$ cat src/cpuPkg.sv
`default_nettype none

////////////////////////////////////////
// Architectural sizes
////////////////////////////////////////
package cpuPkg;

    // Data path width of the integer core
    localparam int WORD_WIDTH = 32;

    // Number of bits in an architectural register number
    localparam int REG_INDEX_WIDTH = 5;

    // Register zero reads as zero and is never a forwarding target
    localparam logic [REG_INDEX_WIDTH-1:0] ZERO_REG = '0;

    // One data word
    typedef logic [WORD_WIDTH-1:0] word_t;

    // Architectural register number
    typedef logic [REG_INDEX_WIDTH-1:0] regIndex_t;

    ////////////////////////////////////////
    // ALU operation codes
    ////////////////////////////////////////
    // Codes are contiguous so that MEMADDR is the highest defined value
    typedef enum logic [5:0] {
        ADD     = 6'd0,
        ADDU    = 6'd1,
        SUB     = 6'd2,
        SUBU    = 6'd3,
        AND     = 6'd4,
        OR      = 6'd5,
        XOR     = 6'd6,
        NOR     = 6'd7,
        SLT     = 6'd8,
        SLTU    = 6'd9,
        // Shifts by the instruction's shift field
        SLL     = 6'd10,
        SRL     = 6'd11,
        SRA     = 6'd12,
        // Shifts by the low bits of operand A
        SLLV    = 6'd13,
        SRLV    = 6'd14,
        SRAV    = 6'd15,
        LUI     = 6'd16,
        // HI/LO group
        MULT    = 6'd17,
        MULTU   = 6'd18,
        MFHI    = 6'd19,
        MFLO    = 6'd20,
        MTHI    = 6'd21,
        MTLO    = 6'd22,
        // Load and store address sum
        MEMADDR = 6'd23
    } aluOp_t;

endpackage

`default_nettype wire

$ cat src/pipePkg.sv
`default_nettype none

////////////////////////////////////////
// Pipeline stage payloads
////////////////////////////////////////
package pipePkg;

    import cpuPkg::*;

    // Decoded instruction as it leaves ID for EX
    typedef struct packed {
        // Debug words, carried along unchanged
        word_t     instr;
        word_t     pc;
        // Source register numbers, used only for forwarding
        regIndex_t regA;
        regIndex_t regB;
        // Operand values read from the register file in ID
        word_t     operandA;
        word_t     operandB;
        // Destination register, or the store data source register
        regIndex_t writeReg;
        word_t     storeData;
        // Control
        logic      regWrite;
        logic      memRead;
        logic      memWrite;
        aluOp_t    aluOp;
        logic [4:0] shiftAmount;
    } exeIssue_t;

    // Executed instruction as it leaves EX for MEM
    typedef struct packed {
        word_t     instr;
        word_t     pc;
        word_t     aluResult;
        regIndex_t writeReg;
        word_t     storeData;
        logic      regWrite;
        // Kept for the memory stage, which uses it to pick the access size
        aluOp_t    aluOp;
        logic      memRead;
        logic      memWrite;
    } exeResult_t;

    // One forwarding source
    typedef struct packed {
        logic      valid;
        regIndex_t regNum;
        word_t     data;
    } bypass_t;

endpackage

`default_nettype wire

$ cat src/operandBypass.sv
`timescale 1ns/10ps
`default_nettype none

////////////////////////////////////////
// Two-priority operand forwarding
////////////////////////////////////////
module operandBypass
    import cpuPkg::*;
    import pipePkg::*;
#(
    parameter bit FORWARD_ENABLE = 1'b1
) (
    input  regIndex_t readReg,
    input  word_t     fallback,
    input  bypass_t   firstSource,
    input  bypass_t   secondSource,
    output word_t     value
);

    // Register zero is hard-wired and never takes a bypass
    logic forwardAllowed;
    logic firstHit;
    logic secondHit;

    assign forwardAllowed = FORWARD_ENABLE && (readReg != ZERO_REG);

    // A source hits when it is valid and targets the requested register
    assign firstHit  = firstSource.valid && (firstSource.regNum == readReg);
    assign secondHit = secondSource.valid && (secondSource.regNum == readReg);

    // Youngest result wins, so EX/MEM is checked before the memory stage
    always_comb begin
        value = fallback;
        if (forwardAllowed) begin
            if (firstHit) begin
                value = firstSource.data;
            end else if (secondHit) begin
                value = secondSource.data;
            end
        end
    end

endmodule

`default_nettype wire

$ cat config.mk
export PLATFORM = sky130hd
export DESIGN_NAME = operandBypass
export DESIGN_NICKNAME = d
export VERILOG_FILES = /design/src/cpuPkg.sv /design/src/pipePkg.sv /design/src/operandBypass.sv
export SDC_FILE = /design/constraint.sdc
export NUM_CORES = 1
export LEC_CHECK = 0
export BUFFER_PORTS_ARGS = -buffer_cell sky130_fd_sc_hd__buf_2
export CAP_MARGIN = 30
export CORE_MARGIN = 8
export CORE_UTILIZATION = 30
export DETAILED_ROUTE_END_ITERATION = 10
export PLACE_DENSITY = 0.84
export SLEW_MARGIN = 20
export SYNTH_ARGS = -nofsm -noshare
export SYNTH_HDL_FRONTEND = slang
export SYNTH_SLANG_ARGS = --single-unit
$ cat constraint.sdc
create_clock -name vclk -period 3.7
set_clock_uncertainty 0.05 [all_clocks]
set_input_delay 0.74 -clock vclk [all_inputs]
set_output_delay 0.74 -clock vclk [all_outputs]
set_load 0.1 [all_outputs]
==> results of run 1 <==
==> critical path: cells and delay by family <==
family                 cells  cell delay, ps
AND/OR/NAND/NOR            1             420
buffers and inverters      3             540
AO/OA/AOI/OAI              3             710
XOR/XNOR                   1             170
==> per-stage QoR <==
| stage | utilization | setup slack (ps) | instances | hold slack, ps | cell area [sq um] |
|---|---|---|---|---|---|
| 4_1_cts | 0.726 | 337 | 270 | 1860 | 2160 |
| 3_3_place_gp | 0.726 | 378 | 270 | 1860 | 2160 |
| 2_1_floorplan | - | 211 | 98 | 1740 | 928 |
| 6_report | 0.726 | 326 | 270 | 1860 | 2160 |
| 3_5_place_dp | 0.726 | 346 | 270 | 1860 | 2160 |
| 5_1_grt | 0.726 | 197 | 270 | 1860 | 2160 |
==> routing by layer <==
layer,routed length [um],up-vias,global-route usage
li1,-,698,-
met1,1870,638,0.189
met2,2630,95,0.355
met3,696,2,0.0948
met4,10,0,0.00462
met5,0,-,0
==> final cells by class <==
type / count / area, sq um / share of cell area
repair buffers: 152 / 1260 / 0.582
multi-input cells: 84 / 858 / 0.397
well taps: 33 / 41.3 / 0.0191
inverters: 1 / 3.75 / 0.00174
==> cell families (layout without fill, tap and decap cells) <==
logic type	count (synthesis)	in the layout	synth area share
AOI/OAI and AO/OA	66	66	0.764
xor gates and xnor gates	10	10	0.0950
buffers and inverters	14	153	0.0895
and+or+nand+nor	8	8	0.0516
==> worst min-delay path by stage <==
stage                             from         to  slack (ps)  cells past startpoint
final                     fallback[12]  value[12]        1860                      3
after global routing      fallback[16]  value[16]        1860                      3
after CTS                 fallback[28]  value[28]        1860                      3
after detailed placement  fallback[28]  value[28]        1860                      3
after global placement     fallback[7]   value[7]        1860                      3
after floorplan            fallback[0]   value[0]        1740                      1
==> cell usage in the layout (no fill, tap or decap), types with 5 or more instances in the layout <==
cell and count:
xor2_1 5, xnor2_1 5, buf_4 7, buf_2 113
buf_12 32, a2bb2oi_2 31, o22ai_1 32
==> power groups by stage <==
stage	sequential, mW	clock (mW)	combinational (mW)
after detailed placement	0	0	0.475
after global routing	0	0	0.488
final	0	0	0.473
after CTS	0	0	0.475
after global placement	0	0	0.468
after floorplan	0	0	0.274
==> results.toml, run 1 <==
[status]
status = "finished, final reports clean"

[sta]
worst_pin_slew_ps = 500
slew_headroom = 0.667
drv_slew = 0
min_period_ps = 3370
setup_tns_ps = 0
period_share = 0.912
rsz0062_at_grt = "false"
fmax_mhz = 296
hold_viol = 0
setup_viol = 0

[cells_and_area]
final_nets = 352
area_delta_synth_final_pct = 134
fill_cells = 216
seq_area_sq_um = 0
n_antenna_cell = 0
layout-drive-gt1-share = 0.789
seq_cell_count = 0
clkbuf_count = 0

[pwr]
p_per_area_nw_per_um2 = 219
p_leak_nw = 1.03
p_comb_frac = 1.000
clockPowerShare = 0
p_sw_frac = 0.598
p_sw_mw = 0.283
power.total_mw = 0.473
peakVddDrop_mv = 0.143
p_int_mw = 0.190
pwr-share-seq = 0

[yosys]
syn_inst = 98
syn_nets = 211
yosys-top-cells-area = "a2bb2oi_2 (49%), o22ai_1 (22%), buf_6 (4.9%)"
yosysWarningCount = 0
synth_top_area_share = 0.488
synth_cell_type_count = 18
netlist.top_cell.by_area = "a2bb2oi_2"
synth_most_common_cell = "o22ai_1"
synthTopCellsByCount = "o22ai_1 (32), a2bb2oi_2 (30), clkbuf_1 (9), xnor2_1 (5), xor2_1 (5)"
yosysSeqAreaShare = 0
netlist_area_sq_um = 922
avgSynthCellArea_sq_um = 9.41

[floorplan]
coreArea_sq_um = 2980
die_h_um = 71.4
die_area_sq_um = 5100
die_w_um = 71.4
initial_utilization = 0.310
row_count = 20
io_pins = 145

[grt]
grt_overflow = 0
antenna_found_initial = 0
grt.total_usage = 0.188
grt_max_degree = 33
grt_pass1_vias = 1600
grt_pass1_wl_mm = 7.98

[job]
max_cap_viol_count = 0

[worst_hold_path]
hold_path_class = "in -> out"

[detailed_routing]
ant_nets = 0
wl_per_cell_um = 19.3
post-route-drc-count = 0
vias = 1433
wl_mm = 5.21
via_per_inst = 5.31
drtPass1Iterations = 4
dr.first_iter.drc_count = 65

[placed_design]
port_buffers = 145
dp_hpwl_mm = 4.52
place.gp.congestion = 0.815

[worst_setup_path]
cpMaxStageDelayCell = "nor4_2"
crit_required_ps = 2910
critPathCapture = "value[30]"
arrival_ps = 2580
crit_chain = "buf_2 -> xor2_1 -> nor4_2 -> o311ai_4 -> buf_4 -> o22ai_1 -> o2bb2a_1 -> buf_12"
worstSetupStartpointType = "input port"
end_kind = "output port"
crit_path_max_fanout = 12
crit_start = "readReg[0]"
cp_slowest_stage_delay_ps = 420
worstSetupPathType = "in -> out"

[clock_network]
hold_buffers = 0
ctsResizeCount = 0
post-cts-setup-buffers = 0
(Power assumes the default switching activity.)
==> run 2: changes to the inputs <==
Settings changed: REMOVE_ABC_BUFFERS set to 1.
==> results.toml, run 2 (same netlist as run 1, synthesis figures left out) <==
[worst_setup_path]
crit_start = "readReg[4]"
worstSetupStartpointType = "input port"
arrival_ps = 2600
crit_path_max_fanout = 12
crit_required_ps = 2910
end_kind = "output port"
worstSetupPathType = "in -> out"

[grt]
grtUsageMet1 = 0.180
antenna_found_initial = 0
grt.total_usage = 0.178
top_usage_layer = "met2"
grtUsageMet3 = 0.0739
grt_max_degree = 33
grt_pass1_vias = 1606
grt_overflow = 0
gr-usage-met2 = 0.342
grt_pass1_wl_mm = 7.65

[floorplan]
initial_utilization = 0.310
row_count = 20
die_w_um = 71.4
coreArea_sq_um = 2980
io_pins = 145
die_h_um = 71.4
die_area_sq_um = 5100

[sta]
slew_headroom = 0.752
fmax_mhz = 295
rsz0062_at_grt = "false"
drv_slew = 0
period_share = 0.916
min_period_ps = 3390
setup_viol = 0
worst_pin_slew_ps = 369
hold_viol = 0
worst_slack_ps = 312
worst_hold_slack_ps = 1850

[cells_and_area]
final_nets = 352
layout-drive-gt1-share = 0.785
mostFrequentLayoutCells = "buf_2 (113), buf_12 (33), o22ai_1 (32)"
final_common_cell = "buf_2"
clkbuf_count = 0
seq_cell_count = 0
n_antenna_cell = 0
seq_area_sq_um = 0
area_delta_synth_final_pct = 135

[detailed_routing]
dr.first_iter.drc_count = 38
drtPass1Iterations = 4
vias = 1439
post-route-drc-count = 0
ant_nets = 0
via_per_inst = 5.33
wl_mm = 4.96
wl_per_cell_um = 18.4

[worst_hold_path]
worstHoldStart = "fallback[31]"
min_to = "value[31]"
hold_path_class = "in -> out"
worstHoldPathCells = 3

[clock_network]
ctsResizeCount = 0
post-cts-setup-buffers = 0
hold_buffers = 0

[pwr]
power.total_mw = 0.473
peakVddDrop_mv = 0.110
p_per_area_nw_per_um2 = 218
p_leak_nw = 1.03

[job]
max_cap_viol_count = 0

[status]
status = "finished, final reports clean"

[placed_design]
dp_hpwl_mm = 4.28
pre_cts_ws_ps = 308
port_buffers = 145
place.gp.congestion = 0.855
-- run 2: worst max-delay path, stage by stage --
cell and delay (ps):
buf_2 120, xnor2_1 190, nand4_1 190, or3_1 410, a21boi_4 240, buf_4 280, a2bb2oi_2 220, buf_12 200
-- run 2: through the flow --
step	instance area, sq um	cells	setup TNS [ps]	utilization
floorplan	843	85	-20580	-
global placement	2170	270	0	0.728
detailed placement	2170	270	0	0.728
CTS	2170	270	0	0.728
global route	2170	270	0	0.728
finish	2170	270	0	0.728
-- run 2: final cells by class --
| cell class | instances | area [sq um] |
|---|---|---|
| tap | 33 | 41.3 |
| multi-input combinational | 84 | 852 |
| timing repair buffer | 152 | 1270 |
| inverter | 1 | 3.75 |
| fill | 207 | 810 |
-- run 2: worst max-delay path by stage --
| stage | end | slack, ps | depth (start not counted) |
|---|---|---|---|
| 3_3_place_gp | value[12] | 410 | 8 |
| 5_1_grt | value[26] | 200 | 8 |
| 3_5_place_dp | value[26] | 310 | 8 |
| 6_report | value[14] | 310 | 8 |
| 4_1_cts | value[26] | 310 | 8 |
| 2_1_floorplan | value[31] | -1360 | 4 |
-- run 2: per-layer routing --
| layer | vias up | wire length [um] |
|---|---|---|
| met5 | - | 0 |
| li1 | 700 | - |
| met4 | 0 | 34 |
| met2 | 79 | 2580 |
| met1 | 658 | 1790 |
| met3 | 2 | 555 |
-- run 2: power by group --
group | internal [mW] | switching, mW
logic | 0.191 | 0.282
registers | 0 | 0
clock network | 0 | 0
==> run 3: changes to the inputs <==
Settings changed: CORE_UTILIZATION 30 to 27, PLACE_DENSITY 0.84 to 0.8, TNS_END_PERCENT set to 50.
Clock period 3.7 ns to 2.8 ns, I/O delays scaled along.
==> results.toml, run 3 (same netlist as run 1, synthesis figures left out) <==
[sta]
slew_headroom = 0.625
min_period_ps = 2940
worst_slack_ps = -142
setup_tns_ps = -3200
worst_pin_slew_ps = 563
hold_viol = 0
setup_viol = 32
drv_slew = 0
rsz0062_at_grt = "true"
period_share = 1.05
fmax_mhz = 340

[pwr]
power.total_mw = 0.677
p_per_area_nw_per_um2 = 270
peakVddDrop_mv = 0.183
p_leak_nw = 1.16

[placed_design]
pre_cts_ws_ps = -118
place.gp.congestion = 0.754
port_buffers = 145
dp_hpwl_mm = 4.39
placed_cells = 288

[cells_and_area]
n_antenna_cell = 0
layout-drive-gt1-share = 0.849
final_common_cell = "buf_2"
seq_area_sq_um = 0
fill_cells = 207
clkbuf_count = 0
area_delta_synth_final_pct = 172
seq_cell_count = 0
fin_cells = 291
final_nets = 360
multi_input_area_sq_um = 1010
mostFrequentLayoutCells = "buf_2 (110), buf_12 (36), o22ai_1 (28)"

[worst_setup_path]
crit_path_max_fanout = 15
worstSetupPathType = "in -> out"
worstSetupStartpointType = "input port"
cpMaxStageDelayCell = "or3_4"
critPathCapture = "value[24]"
crit_top_cell = "buf_12"
cp_slowest_stage_delay_ps = 380
arrival_ps = 2330
crit_required_ps = 2190
crit_chain = "buf_2 -> xnor2_2 -> nand4_1 -> or3_4 -> a21boi_4 -> buf_12 -> buf_12 -> a2bb2oi_2 -> buf_12"
crit_start = "readReg[3]"
end_kind = "output port"

[detailed_routing]
vias = 1526
via_per_inst = 5.24
drtPass1Iterations = 4
ant_nets = 0
wl_per_cell_um = 20.5
dr.first_iter.drc_count = 59
post-route-drc-count = 0
wl_mm = 5.95

[status]
status = "complete, but fails checks"
violations = "setup timing"

[job]
max_cap_viol_count = 0

[floorplan]
coreArea_sq_um = 3310
die_area_sq_um = 5540
die_w_um = 74.4
die_h_um = 74.4
io_pins = 145
initial_utilization = 0.279
row_count = 21

[grt]
grt_pass1_vias = 1585
grt_overflow = 0
grt_max_degree = 33
grt.total_usage = 0.160
antenna_found_initial = 0
grt_pass1_wl_mm = 7.26

[worst_hold_path]
hold_path_class = "in -> out"
-- run 3: cell count changes in the layout (fill, tap and decap cells not counted), moves of 3 or more --
cell and delta:
xnor2_2 +4, buf_12 +3, xnor2_1 -4, o22ai_2 +4
xor2_2 +3, xor2_1 -3, buf_6 +5, o22ai_1 -4
buf_2 -3, a2bb2oi_4 +6, a2bb2oi_2 -5
-- run 3: worst max-delay path: cells and delay by family --
kind,cells,cell delay (ps)
buf+inv,4,650
xor+xnor,1,170
compound gates,2,410
simple gates,2,530
-- run 3: power breakdown --
group	switching (mW)	internal (mW)	total (mW)	leakage [nW]
combinational	0.392	0.284	0.677	1.16
clock	0	0	0	0
sequential	0	0	0	0
-- run 3: area by class of cell --
cell class                      count  area share
Timing Repair Buffer              160       0.573
Multi-Input combinational cell     84       0.402
Tap cell                           46      0.0229
Inverter                            1     0.00150
-- run 3: timing repair --
action / 4_1_cts / 5_1_grt
pin swaps: 0 / 1
gates cloned: 0 / 2
buffers inserted: 0 / 1
endpoints found under the setup margin: 16 / 32
gates resized for setup: 3 / 31
endpoints found under the hold margin: 0 / 0
hold buffers: 0 / 0
-- run 3: worst min-delay path by stage --
stage,depth (start not counted),startpoint,to
finish,3,fallback[22],value[22]
global route,3,fallback[20],value[20]
detailed placement,3,fallback[22],value[22]
CTS,3,fallback[22],value[22]
floorplan,1,fallback[0],value[0]
global placement,3,fallback[31],value[31]
-- run 3: metal layers --
layer  wire [um]  share of wire  track usage  vias up
met5           0              0            0        -
li1            -              -            -      712
met4           0              0      0.00870        0
met1        2020           0.34        0.170      715
met2        3180           0.53        0.300       99
met3         753           0.13       0.0633        0
-- run 3: per-stage QoR --
stage / utilization / hold WS (ps) / area, sq um
2_1_floorplan: - / 1380 / 843
3_3_place_gp: 0.675 / 1490 / 2230
3_5_place_dp: 0.675 / 1500 / 2230
4_1_cts: 0.679 / 1500 / 2250
5_1_grt: 0.758 / 1500 / 2510
6_report: 0.758 / 1500 / 2510
